===== src/common/dist_pkg.sv =====
package dist_pkg;

	// operand and port geometry
	localparam int DATA_WIDTH = 32;
	localparam int NUM_PORTS = 8;

	// register levels per tree, fan-out and mux alike
	localparam int TREE_DEPTH = 3;

	// one fan-out tree followed by one mux tree
	localparam int XBAR_LATENCY = 2 * TREE_DEPTH;

	// one select bit per input/lane pair, bit i*8+j routes input i to lane j
	localparam int CMD_WIDTH = NUM_PORTS * NUM_PORTS;

	// command table
	localparam int MAX_ROUNDS = 4;
	localparam int ROUND_BITS = 2;

	// round index and drain timer share one counter
	localparam int COUNT_BITS = 3;

	typedef enum logic [1:0]
	{
		ST_IDLE,  // waiting for start
		ST_ISSUE, // one round per enabled cycle
		ST_DRAIN, // pipeline emptying
		ST_DONE   // single completion cycle
	} seq_state_e;

endpackage


===== src/design/crossbar/fanout_tree.sv =====
`timescale 1ns/1ps

module fanout_tree
(
	input  logic                                          CLK,
	input  logic                                          i_rst,
	input  logic                                          i_en,
	input  logic                                          i_valid,
	input  logic [dist_pkg::DATA_WIDTH-1:0]               i_data,
	input  logic [dist_pkg::NUM_PORTS-1:0]                i_cmd,
	output logic [dist_pkg::NUM_PORTS-1:0]                o_valid,
	output logic [dist_pkg::NUM_PORTS*dist_pkg::DATA_WIDTH-1:0] o_data,
	output logic [dist_pkg::NUM_PORTS-1:0]                o_cmd
);

	genvar lvl;

	// level lvl doubles the copies; leaf n ends up owning command bit n
	generate
		for (lvl = 0; lvl < dist_pkg::TREE_DEPTH; lvl++)
		begin : g_level
			localparam int NODES = 2 << lvl;
			localparam int DW = dist_pkg::DATA_WIDTH;

			logic [NODES/2-1:0]       par_valid;
			logic [NODES/2*DW-1:0]    par_data;
			logic [dist_pkg::NUM_PORTS-1:0] par_cmd;
			logic [NODES-1:0]         valid_q;
			logic [NODES*DW-1:0]      data_q;
			logic [dist_pkg::NUM_PORTS-1:0] cmd_q; // node n holds the segment it will split

			if (lvl == 0)
			begin : g_root
				assign par_valid = i_valid;
				assign par_data = i_data;
				assign par_cmd = i_cmd;
			end
			else
			begin : g_inner
				assign par_valid = g_level[lvl-1].valid_q;
				assign par_data = g_level[lvl-1].data_q;
				assign par_cmd = g_level[lvl-1].cmd_q;
			end

			always_ff @(posedge CLK)
			begin
				if (i_rst)
					valid_q <= '0;
				else if (i_en)
					for (int n = 0; n < NODES; n++)
						valid_q[n] <= par_valid[n/2];
			end

			// each child copies its parent, command halves stay in place
			always_ff @(posedge CLK)
			begin
				if (i_en)
				begin
					for (int n = 0; n < NODES; n++)
						data_q[n*DW +: DW] <= par_data[(n/2)*DW +: DW];
					cmd_q <= par_cmd;
				end
			end
		end
	endgenerate

	assign o_valid = g_level[dist_pkg::TREE_DEPTH-1].valid_q;
	assign o_data = g_level[dist_pkg::TREE_DEPTH-1].data_q;
	assign o_cmd = g_level[dist_pkg::TREE_DEPTH-1].cmd_q; // one select bit per leaf

endmodule


===== src/design/crossbar/mux_tree.sv =====
`timescale 1ns/1ps

module mux_tree
(
	input  logic                                          CLK,
	input  logic                                          i_rst,
	input  logic                                          i_en,
	input  logic [dist_pkg::NUM_PORTS-1:0]                i_valid,
	input  logic [dist_pkg::NUM_PORTS*dist_pkg::DATA_WIDTH-1:0] i_data,
	input  logic [dist_pkg::NUM_PORTS-1:0]                i_sel,
	output logic                                          o_valid,
	output logic [dist_pkg::DATA_WIDTH-1:0]               o_data
);

	genvar lvl;

	// each level halves the candidates, 8 -> 4 -> 2 -> 1
	generate
		for (lvl = 0; lvl < dist_pkg::TREE_DEPTH; lvl++)
		begin : g_level
			localparam int NODES = dist_pkg::NUM_PORTS >> (lvl + 1);
			localparam int DW = dist_pkg::DATA_WIDTH;

			logic [2*NODES-1:0]    hit;      // child is valid and selected
			logic [2*NODES*DW-1:0] kid_data;
			logic [NODES-1:0]      valid_q;
			logic [NODES*DW-1:0]   data_q;

			if (lvl == 0)
			begin : g_leaf
				assign hit = i_valid & i_sel;
				assign kid_data = i_data;
			end
			else
			begin : g_node
				// upper levels only ever carry selected data
				assign hit = g_level[lvl-1].valid_q;
				assign kid_data = g_level[lvl-1].data_q;
			end

			always_ff @(posedge CLK)
			begin
				if (i_rst)
					valid_q <= '0;
				else if (i_en)
					for (int n = 0; n < NODES; n++)
						valid_q[n] <= hit[2*n] | hit[2*n+1];
			end

			// at most one child hits per lane, left checked first
			always_ff @(posedge CLK)
			begin
				if (i_en)
				begin
					for (int n = 0; n < NODES; n++)
					begin
						if (hit[2*n])
							data_q[n*DW +: DW] <= kid_data[(2*n)*DW +: DW];
						else
							data_q[n*DW +: DW] <= kid_data[(2*n+1)*DW +: DW];
					end
				end
			end
		end
	endgenerate

	assign o_valid = g_level[dist_pkg::TREE_DEPTH-1].valid_q[0];
	assign o_data = g_level[dist_pkg::TREE_DEPTH-1].data_q;

endmodule


===== src/design/crossbar/crossbar_one_hot.sv =====
`timescale 1ns/1ps

module crossbar_one_hot
(
	input  logic                                          CLK,
	input  logic                                          i_rst,
	input  logic                                          i_en,
	input  logic [dist_pkg::NUM_PORTS-1:0]                i_valid,
	input  logic [dist_pkg::NUM_PORTS*dist_pkg::DATA_WIDTH-1:0] i_data_bus,
	input  logic [dist_pkg::CMD_WIDTH-1:0]                i_cmd,
	output logic [dist_pkg::NUM_PORTS-1:0]                o_valid,
	output logic [dist_pkg::NUM_PORTS*dist_pkg::DATA_WIDTH-1:0] o_data_bus
);

	localparam int N = dist_pkg::NUM_PORTS;
	localparam int DW = dist_pkg::DATA_WIDTH;

	// fan_* indexed [tree i][leaf j], mux_* indexed [lane j][input i]
	logic [N*N-1:0]    fan_valid;
	logic [N*N-1:0]    fan_sel;
	logic [N*N*DW-1:0] fan_data;
	logic [N*N-1:0]    mux_valid;
	logic [N*N-1:0]    mux_sel;
	logic [N*N*DW-1:0] mux_data;

	genvar i, j;

	generate
		for (i = 0; i < N; i++)
		begin : g_fan
			fanout_tree u_fan
			(
				.CLK     (CLK),
				.i_rst   (i_rst),
				.i_en    (i_en),
				.i_valid (i_valid[i]),
				.i_data  (i_data_bus[i*DW +: DW]),
				.i_cmd   (i_cmd[i*N +: N]),  // lanes this input feeds
				.o_valid (fan_valid[i*N +: N]),
				.o_data  (fan_data[i*N*DW +: N*DW]),
				.o_cmd   (fan_sel[i*N +: N])
			);
		end

		// leaf j of tree i becomes input i of lane j
		for (i = 0; i < N; i++)
		begin : g_row
			for (j = 0; j < N; j++)
			begin : g_col
				assign mux_valid[j*N+i] = fan_valid[i*N+j];
				assign mux_sel[j*N+i] = fan_sel[i*N+j];
				assign mux_data[(j*N+i)*DW +: DW] = fan_data[(i*N+j)*DW +: DW];
			end
		end

		for (j = 0; j < N; j++)
		begin : g_mux
			mux_tree u_mux
			(
				.CLK     (CLK),
				.i_rst   (i_rst),
				.i_en    (i_en),
				.i_valid (mux_valid[j*N +: N]),
				.i_data  (mux_data[j*N*DW +: N*DW]),
				.i_sel   (mux_sel[j*N +: N]),
				.o_valid (o_valid[j]),
				.o_data  (o_data_bus[j*DW +: DW])
			);
		end
	endgenerate

endmodule


===== src/design/round_counter.sv =====
`timescale 1ns/1ps

module round_counter
(
	input  logic                              CLK,
	input  logic                              i_rst,
	input  logic                              i_clear,
	input  logic                              i_step,
	output logic [dist_pkg::COUNT_BITS-1:0]   o_count
);

	// round index during issue, drain timer afterwards
	always_ff @(posedge CLK)
	begin
		if (i_rst)
			o_count <= '0;
		else if (i_clear)
			o_count <= '0;
		else if (i_step)
			o_count <= o_count + 1'b1;
	end

endmodule


===== src/design/dist_sequencer.sv =====
`timescale 1ns/1ps

module dist_sequencer
(
	input  logic                              CLK,
	input  logic                              i_rst,
	input  logic                              i_start,
	input  logic                              i_hold,
	input  logic [dist_pkg::ROUND_BITS-1:0]   i_num_rounds, // rounds minus one
	input  logic [dist_pkg::COUNT_BITS-1:0]   i_count,
	output logic                              o_clear,
	output logic                              o_step,
	output logic                              o_issue,
	output logic                              o_xbar_en,
	output logic                              o_busy,
	output logic                              o_done
);

	dist_pkg::seq_state_e state_q;
	dist_pkg::seq_state_e state_d;

	always_ff @(posedge CLK)
	begin
		if (i_rst)
			state_q <= dist_pkg::ST_IDLE;
		else
			state_q <= state_d;
	end

	// nothing moves while held
	always_comb
	begin
		state_d = state_q;
		o_clear = 1'b0;
		o_step = 1'b0;
		if (!i_hold)
		begin
			unique case (state_q)
				dist_pkg::ST_IDLE:
				begin
					if (i_start)
					begin
						o_clear = 1'b1; // round 0 first
						state_d = dist_pkg::ST_ISSUE;
					end
				end
				dist_pkg::ST_ISSUE:
				begin
					if (int'(i_count) == int'(i_num_rounds))
					begin
						o_clear = 1'b1; // counter now times the drain
						state_d = dist_pkg::ST_DRAIN;
					end
					else
						o_step = 1'b1;
				end
				dist_pkg::ST_DRAIN:
				begin
					if (int'(i_count) == dist_pkg::XBAR_LATENCY - 1)
						state_d = dist_pkg::ST_DONE;
					else
						o_step = 1'b1;
				end
				dist_pkg::ST_DONE:
					state_d = dist_pkg::ST_IDLE;
				default:
					state_d = dist_pkg::ST_IDLE;
			endcase
		end
	end

	assign o_xbar_en = !i_hold;
	assign o_issue = (state_q == dist_pkg::ST_ISSUE) && !i_hold;
	assign o_busy = (state_q == dist_pkg::ST_ISSUE) || (state_q == dist_pkg::ST_DRAIN);
	assign o_done = (state_q == dist_pkg::ST_DONE) && !i_hold; // single enabled cycle

endmodule


===== src/design/operand_bank.sv =====
`timescale 1ns/1ps

module operand_bank
(
	input  logic                                          CLK,
	input  logic                                          i_rst,
	input  logic                                          i_busy,
	input  logic                                          i_wr_en,
	input  logic [2:0]                                    i_wr_addr,
	input  logic [dist_pkg::DATA_WIDTH-1:0]               i_wr_data,
	input  logic                                          i_cmd_wr,
	input  logic [dist_pkg::ROUND_BITS-1:0]               i_cmd_addr,
	input  logic [dist_pkg::CMD_WIDTH-1:0]                i_cmd_data,
	input  logic [dist_pkg::ROUND_BITS-1:0]               i_round,
	output logic [dist_pkg::NUM_PORTS*dist_pkg::DATA_WIDTH-1:0] o_operands,
	output logic [dist_pkg::CMD_WIDTH-1:0]                o_cmd
);

	localparam int DW = dist_pkg::DATA_WIDTH;

	logic [DW-1:0]                  operand_q [dist_pkg::NUM_PORTS];
	logic [dist_pkg::CMD_WIDTH-1:0] cmd_q [dist_pkg::MAX_ROUNDS];

	// host writes land only between runs
	always_ff @(posedge CLK)
	begin
		if (i_wr_en && !i_busy)
			operand_q[i_wr_addr] <= i_wr_data;
	end

	// an unwritten round routes nothing
	always_ff @(posedge CLK)
	begin
		if (i_rst)
		begin
			for (int r = 0; r < dist_pkg::MAX_ROUNDS; r++)
				cmd_q[r] <= '0;
		end
		else if (i_cmd_wr && !i_busy)
			cmd_q[i_cmd_addr] <= i_cmd_data;
	end

	always_comb
	begin
		for (int p = 0; p < dist_pkg::NUM_PORTS; p++)
			o_operands[p*DW +: DW] = operand_q[p];
	end

	assign o_cmd = cmd_q[i_round]; // follows the round index directly

endmodule


===== src/design/dist_top.sv =====
`timescale 1ns/1ps

module dist_top
(
	input  logic                                          CLK,
	input  logic                                          i_rst,
	input  logic                                          i_wr_en,
	input  logic [2:0]                                    i_wr_addr,
	input  logic [dist_pkg::DATA_WIDTH-1:0]               i_wr_data,
	input  logic                                          i_cmd_wr,
	input  logic [dist_pkg::ROUND_BITS-1:0]               i_cmd_addr,
	input  logic [dist_pkg::CMD_WIDTH-1:0]                i_cmd_data,
	input  logic                                          i_start,
	input  logic [dist_pkg::ROUND_BITS-1:0]               i_num_rounds,
	input  logic                                          i_hold,
	output logic [dist_pkg::NUM_PORTS-1:0]                o_valid,
	output logic [dist_pkg::NUM_PORTS*dist_pkg::DATA_WIDTH-1:0] o_data_bus,
	output logic                                          o_busy,
	output logic                                          o_done
);

	logic                                          clear;
	logic                                          step;
	logic                                          issue;
	logic                                          xbar_en;
	logic [dist_pkg::COUNT_BITS-1:0]               count;
	logic [dist_pkg::NUM_PORTS*dist_pkg::DATA_WIDTH-1:0] operands;
	logic [dist_pkg::CMD_WIDTH-1:0]                round_cmd;

	operand_bank u_bank
	(
		.CLK        (CLK),
		.i_rst      (i_rst),
		.i_busy     (o_busy),
		.i_wr_en    (i_wr_en),
		.i_wr_addr  (i_wr_addr),
		.i_wr_data  (i_wr_data),
		.i_cmd_wr   (i_cmd_wr),
		.i_cmd_addr (i_cmd_addr),
		.i_cmd_data (i_cmd_data),
		.i_round    (count[dist_pkg::ROUND_BITS-1:0]),
		.o_operands (operands),
		.o_cmd      (round_cmd)
	);

	dist_sequencer u_seq
	(
		.CLK          (CLK),
		.i_rst        (i_rst),
		.i_start      (i_start),
		.i_hold       (i_hold),
		.i_num_rounds (i_num_rounds),
		.i_count      (count),
		.o_clear      (clear),
		.o_step       (step),
		.o_issue      (issue),
		.o_xbar_en    (xbar_en),
		.o_busy       (o_busy),
		.o_done       (o_done)
	);

	round_counter u_count
	(
		.CLK     (CLK),
		.i_rst   (i_rst),
		.i_clear (clear),
		.i_step  (step),
		.o_count (count)
	);

	// every operand enters with the same issue strobe
	crossbar_one_hot u_xbar
	(
		.CLK        (CLK),
		.i_rst      (i_rst),
		.i_en       (xbar_en),
		.i_valid    ({dist_pkg::NUM_PORTS{issue}}),
		.i_data_bus (operands),
		.i_cmd      (round_cmd),
		.o_valid    (o_valid),
		.o_data_bus (o_data_bus)
	);

endmodule


===== config.mk =====
export PLATFORM = sky130hd
export DESIGN_NAME = dist_top
export DESIGN_NICKNAME = d
export VERILOG_FILES = /design/src/common/dist_pkg.sv /design/src/design/crossbar/fanout_tree.sv /design/src/design/crossbar/mux_tree.sv /design/src/design/crossbar/crossbar_one_hot.sv /design/src/design/round_counter.sv /design/src/design/dist_sequencer.sv /design/src/design/operand_bank.sv /design/src/design/dist_top.sv
export SDC_FILE = /design/constraint.sdc
export NUM_CORES = 2
export LEC_CHECK = 0
export BUFFER_PORTS_ARGS = -buffer_cell sky130_fd_sc_hd__buf_2
export CAP_MARGIN = 10
export CORE_UTILIZATION = 45
export DETAILED_ROUTE_END_ITERATION = 8
export SETUP_SLACK_MARGIN = 0.15
export SLEW_MARGIN = 15
export SYNTH_ARGS = -nofsm -noshare
export SYNTH_HDL_FRONTEND = slang
export SYNTH_HIERARCHICAL = 1
export SYNTH_SLANG_ARGS = --single-unit
export TNS_END_PERCENT = 10

===== constraint.sdc =====
create_clock -name CLK -period 80.1 [get_ports CLK]
set_clock_uncertainty 0.05 [all_clocks]
set_input_delay 12.015 -clock CLK [delete_from_list [all_inputs] [get_ports CLK]]
set_output_delay 12.015 -clock CLK [all_outputs]
set_load 0.005 [all_outputs]

# Yosys cells after proc, flatten, opt, wreduce, memory -nomap -nowiden
# Memory sizes are Yosys's and may differ from the RTL's. A register that Yosys moved wholly into a read port is not among the register bits.
# Index checks and enable logic that the tools add are counted.
word_totals:
  out_inout_bits: 266
  rom_bits: 0
  latchBits: 0
  word_cells: 259
  ramBits: 512
  n_memories: 2
  reg_bits: 5568
memory_table:
  columns: ["memory", "words", "width", "read_ports", "rd_ports_with_merged_regs", "write_ports", "line", "text"]
  rows:
  - ["u_bank.cmd_q", 4, 64, 1, 1, 4, "operand_bank.sv:22", "logic [dist_pkg::CMD_WIDTH-1:0] cmd_q [dist_pkg::MAX_ROUNDS];"]
  - ["u_bank.operand_q", 8, 32, 8, 0, 1, "operand_bank.sv:21", "logic [DW-1:0] operand_q [dist_pkg::NUM_PORTS];"]
op_classes:
  n_mul: 0
  add_sub_neg: 1
  div_mod_pow: 0
  shifts: 0
  n_mux: 78
  n_lt_le_gt_ge: 0
  bitwise: 65
  reduce_logical: 12
  eq_ne: 8
ops:
  columns: ["operator", "n"]
  rows:
  - ["$mux W32", 56]
  - ["$and A8 B8 Y8", 8]
  - ["$mux W64", 1]
  - ["$reduce_or A64 Y1", 1]
  - ["$or A1 B1 Y1", 56]
  - ["$mux W1", 14]
  - ["$mux W2", 4]
  - ["$pmux W2 S4", 1]
  - ["$eq A2 B2 Y1 const B", 2]
  - ["$logic_and A1 B1 Y1", 4]
  - ["$ne A2 B1 Y1 const B", 2]
  - ["$pmux W1 S2", 2]
  - ["$reduce_and A4 Y1", 1]
  - ["$add A3 B1 Y3 const B", 1]
  - ["$eq A3 B3 Y1", 1]
  - ["$eq A3 B3 Y1 const B", 1]
  - ["$logic_not A1 Y1", 3]
  - ["$eq A2 B1 Y1 const B", 1]
  - ["$logic_not A2 Y1", 1]
  - ["$ne A2 B2 Y1 const B", 1]
  - ["$reduce_or A2 Y1", 1]
  - ["$logic_or A1 B1 Y1", 1]
  - ["$not A1 Y1", 1]

# Depth between registers and ports, before layout
depth:
  ltp_word: 9
  depth_mapped: 7
  mapped_depth_nobuf: 7

# Hierarchy
# The synthesis kept the hierarchy.
by_module_without_submodules:
  columns: ["mod", "cells_per_inst", "area_each_um2", "instances"]
  rows:
  - ["mux_tree", 505, 9835.7, 8]
  - ["fanout_tree", 360, 5439.0, 8]
  - ["operand_bank", 968, 18911.9, 1]
  - ["dist_sequencer", 31, 265.3, 1]
  - ["round_counter", 12, 127.6, 1]

# Least setup slack after synthesis
# No wires, ideal clock.
synth_path:
  kind: "input to register"
  start: "input port i_hold"
  end: "register u_xbar.g_mux[0].u_mux.g_level[0].valid_q[0]"
  setup_time_ns: 0.315
  setup_slack_ns: 7.923
  n_path_buf: 1
  path_stages: 3
  t_arrival_ns: 71.812
  path_cell_list: "inv_1 buf_4 a311oi_1"
synth_rtl:
  columns: ["item", "line", "text"]
  rows:
  - ["from (decl)", "dist_top.sv:15", "input logic i_hold,"]
  - ["to (signal, indexed assignment)", "mux_tree.sv:47", "valid_q[n] <= hit[2*n] | hit[2*n+1];"]
  - ["to (decl)", "mux_tree.sv:26", "logic [NODES-1:0] valid_q;"]
# No word-level cell between the ends.

# Worst setup path after layout
layout_path:
  start: "input port i_hold"
  end: "output port o_done"
layout_via:
  elab_chain_cells: 2
layout_rtl:
  columns: ["item", "line", "text"]
  rows:
  - ["$logic_not A1 Y1", null, null]
  - ["$logic_and A1 B1 Y1", "dist_sequencer.sv:75", "assign o_done = (state_q == dist_pkg::ST_DONE) && !i_hold;"]
  - ["to (decl)", "dist_top.sv:19", "output logic o_done"]
# No other way between the ends.

==> impl_metrics.ini <==
[job]
maxCapViolations = 0

[pwr]
powerDensity_nw_per_um2 = 26.5
p_total_uw = 3820
ir_drop_uv = 17.9
power_leakage_uw = 0.0490

[timing]
period_minus_slack_ps = 24530
worst_slew_pin_slew_ps = 1290
rsz0062_at_grt = no
timing.hold.ws_ps = 321
hold_violations = 0
max_freq_mhz = 40.8
finalMaxSlewViolations = 0
fin_setup_tns_ps = 0
finalSetupViolCount = 0
fin_crit_sh_pct = 30.6
relSlewSlack_pct = 13.7

[grt]
grt_max_degree = 200
met3_usage_pct = 3.28
grt_util_met2_pct = 34.4
grt-ovfl-total = 0
grt.busiest_layer = met2
antenna_found_initial = 42
grtUsageMet1_pct = 28.6
grt_pass1_vias = 58000
grt_use_total_pct = 20.9
grt_pass1_wl_microns = 459000

[logic_synthesis]
async_reset_ff_share_pct = 0
synth_top_area_cell = edfxtp_1
synth_warnings = 6
synth_top_family_by_area = multiplexers
synthCells = 7931
synth-xor-area-share_pct = 0.0186
syn_avg_cell_area_sq_um = 17.8
ys.flop_type = edfxtp_1
ys_ff_latch = 3349
synth_mux_area_share_pct = 15.6
syn_area_sq_um = 142000
ys_types = 47
synth_top_area_share_pct = 69.3
synth.net_count = 8045
synth_commonest_cells = edfxtp_1, buf_4, mux2_2
yosysMostFrequentCell = edfxtp_1
synth_adder_area_share_pct = 0.0442
synth_compound_area_share_pct = 0.395
synth_edf_count = 3264
yosys.area_share.simple_pct = 1.83
ys_seq_area_share_pct = 70.5
synthTopCellsByArea = edfxtp_1, mux2_2, buf_4

[critical_path]
crit_fanout = 6
required_ps = 68030
worst-path-buf-inv = 2
slowest_stage = buf_2
startpoint_type = input pin
crit_chain = buf_2 > nor2b_1 > buf_2
end_kind = output port
critPathTopFamily = buffers and inverters
cp.arrival_ps = 12470
crit_type = in -> out
crit_top_cell = buf_2
slowest_delay_ps = 170

[clock_network]
htree_levels = 5
cts_buffers = 343
clockBufferDepth = 4
cts_hold_buf = 0
post_cts_buffers = 0
clock_sinks = 3349
tritoncts = done
path_clk_slew_ps = 60
cts-resized-gates = 0
cts-root-buf = clkbuf_16
insertion_delay_ps = 940

[outcome]
status = finished clean

[drt]
avgViaCountPerCell = 5.36
drc_errors = 0
wl_per_cell_microns = 30.5
drtPass1Iterations = 5
vias = 59600
detail-route-antenna-nets = 0
finalWirelength_microns = 339000
drtIter0Drc = 7399

[finish]
drive_above_1_share_pct = 42.1
fillCellCount = 26200
layout.cells.non_filler = 11100
syn_to_final_growth_pct = 1.89
final_nets = 6788

[die]
die_y_microns = 563
die_area_sq_um = 317000
initial_utilization_pct = 45.3
die_w_microns = 563
rows = 205
core_sq_um = 312000
ios = 375

[placed_design]
dp_hpwl_microns = 189000
place.gp.congestion = 0.779
io_buffers = 374
dp.cells = 10500

[worst_hold_path]
min_path_type = reg -> reg
-- cells by family (layout without fill, tap and decap cells) --
| kind of cell | after synthesis | in the layout |
|---|---|---|
| flip-flops | 3349 | 3349 |
| XOR/XNOR | 3 | 3 |
| other | 0 | 9 |
| AO/OA/AOI/OAI | 66 | 66 |
| buffers and inverters | 2105 | 1132 |
| multiplexers | 1882 | 1882 |
| AND/OR/NAND/NOR | 521 | 521 |
| adder cells (fa/ha/maj) | 5 | 5 |
-- registers in the layout, indices dropped and copies added (netlist names) --
name / count
u_xbar/g_mux.u_mux/g_level.valid_q: 48
u_xbar/g_mux.u_mux/o_data: 256
u_bank/operand_q: 256
u_xbar/g_mux.u_mux/g_level.data_q: 1536
u_xbar/g_fan.u_fan/g_level.valid_q: 16
u_xbar/g_fan.u_fan/o_cmd: 64
u_xbar/g_fan.u_fan/o_data: 256
u_count/o_count: 3
u_bank/cmd_q: 256
u_xbar/g_fan.u_fan/g_level.cmd_q: 128
u_xbar/g_mux.u_mux/o_valid: 8
u_seq/state_q: 2
u_xbar/g_fan.u_fan/o_valid: 8
u_xbar/g_fan.u_fan/g_level.data_q: 512
-- layout make-up --
class | count | area (sq um) | share of cell area (%)
inverter | 7 | 33.8 | 0.0234
clock buffer | 426 | 8970 | 6.22
timing repair buffer | 496 | 2820 | 1.95
clock inverter | 203 | 1930 | 1.34
sequential | 3349 | 99800 | 69.2
multi-input combinational | 2477 | 25500 | 17.7
antenna | 9 | 22.5 | 0.0156
tap | 4140 | 5180 | 3.59
-- through the flow --
stage | worst slack [ps] | cell area (sq um) | utilization, %
2_1_floorplan | 7920 | 142000 | -
3_3_place_gp | 55540 | 133000 | 42.6
3_5_place_dp | 55560 | 133000 | 42.7
4_1_cts | 55550 | 144000 | 46.1
5_1_grt | 55540 | 144000 | 46.1
6_report | 55570 | 144000 | 46.2
-- final timing paths --
path / start / end / slack [ps] / depth (start not counted)
worst max-delay path: i_hold / o_done / 55570 / 3
worst min-delay path: u_xbar/g_fan[0].u_fan/g_level[0].data_q[37] / u_xbar/g_fan[0].u_fan/g_level[1].data_q[101] / 320 / 0
worst max register to register: u_seq/state_q[0] / u_bank/operand_q[2][17] / 76630 / 5
worst min register to register: u_xbar/g_fan[0].u_fan/g_level[0].data_q[37] / u_xbar/g_fan[0].u_fan/g_level[1].data_q[101] / 320 / 0
-- placed cells by master (no fill, tap or decap), types with 59 or more instances in the layout --
cell / n
edfxtp_1: 3264
mux2_2: 1696
buf_2: 373
clkbuf_16: 346
nor2_1: 300
buf_4: 121
clkbuf_1: 79
clkinv_1: 78
mux4_2: 64
nand2b_1: 64
mux2_4: 64
clkinv_2: 60
dfxtp_1: 59
-- per-layer routing --
layer  vias to the layer above  part of all wire (%)
met4                        16                   3.2
met3                       519                   7.2
met5                         -                 0.028
met1                     31400                    41
li1                      25200                     -
met2                      2455                    48
-- power by group --
group	internal [uW]	switching (uW)
clock	888	669
combinational	69.1	109
sequential	2030	47.5
Power figures use the tool's default switching activity.
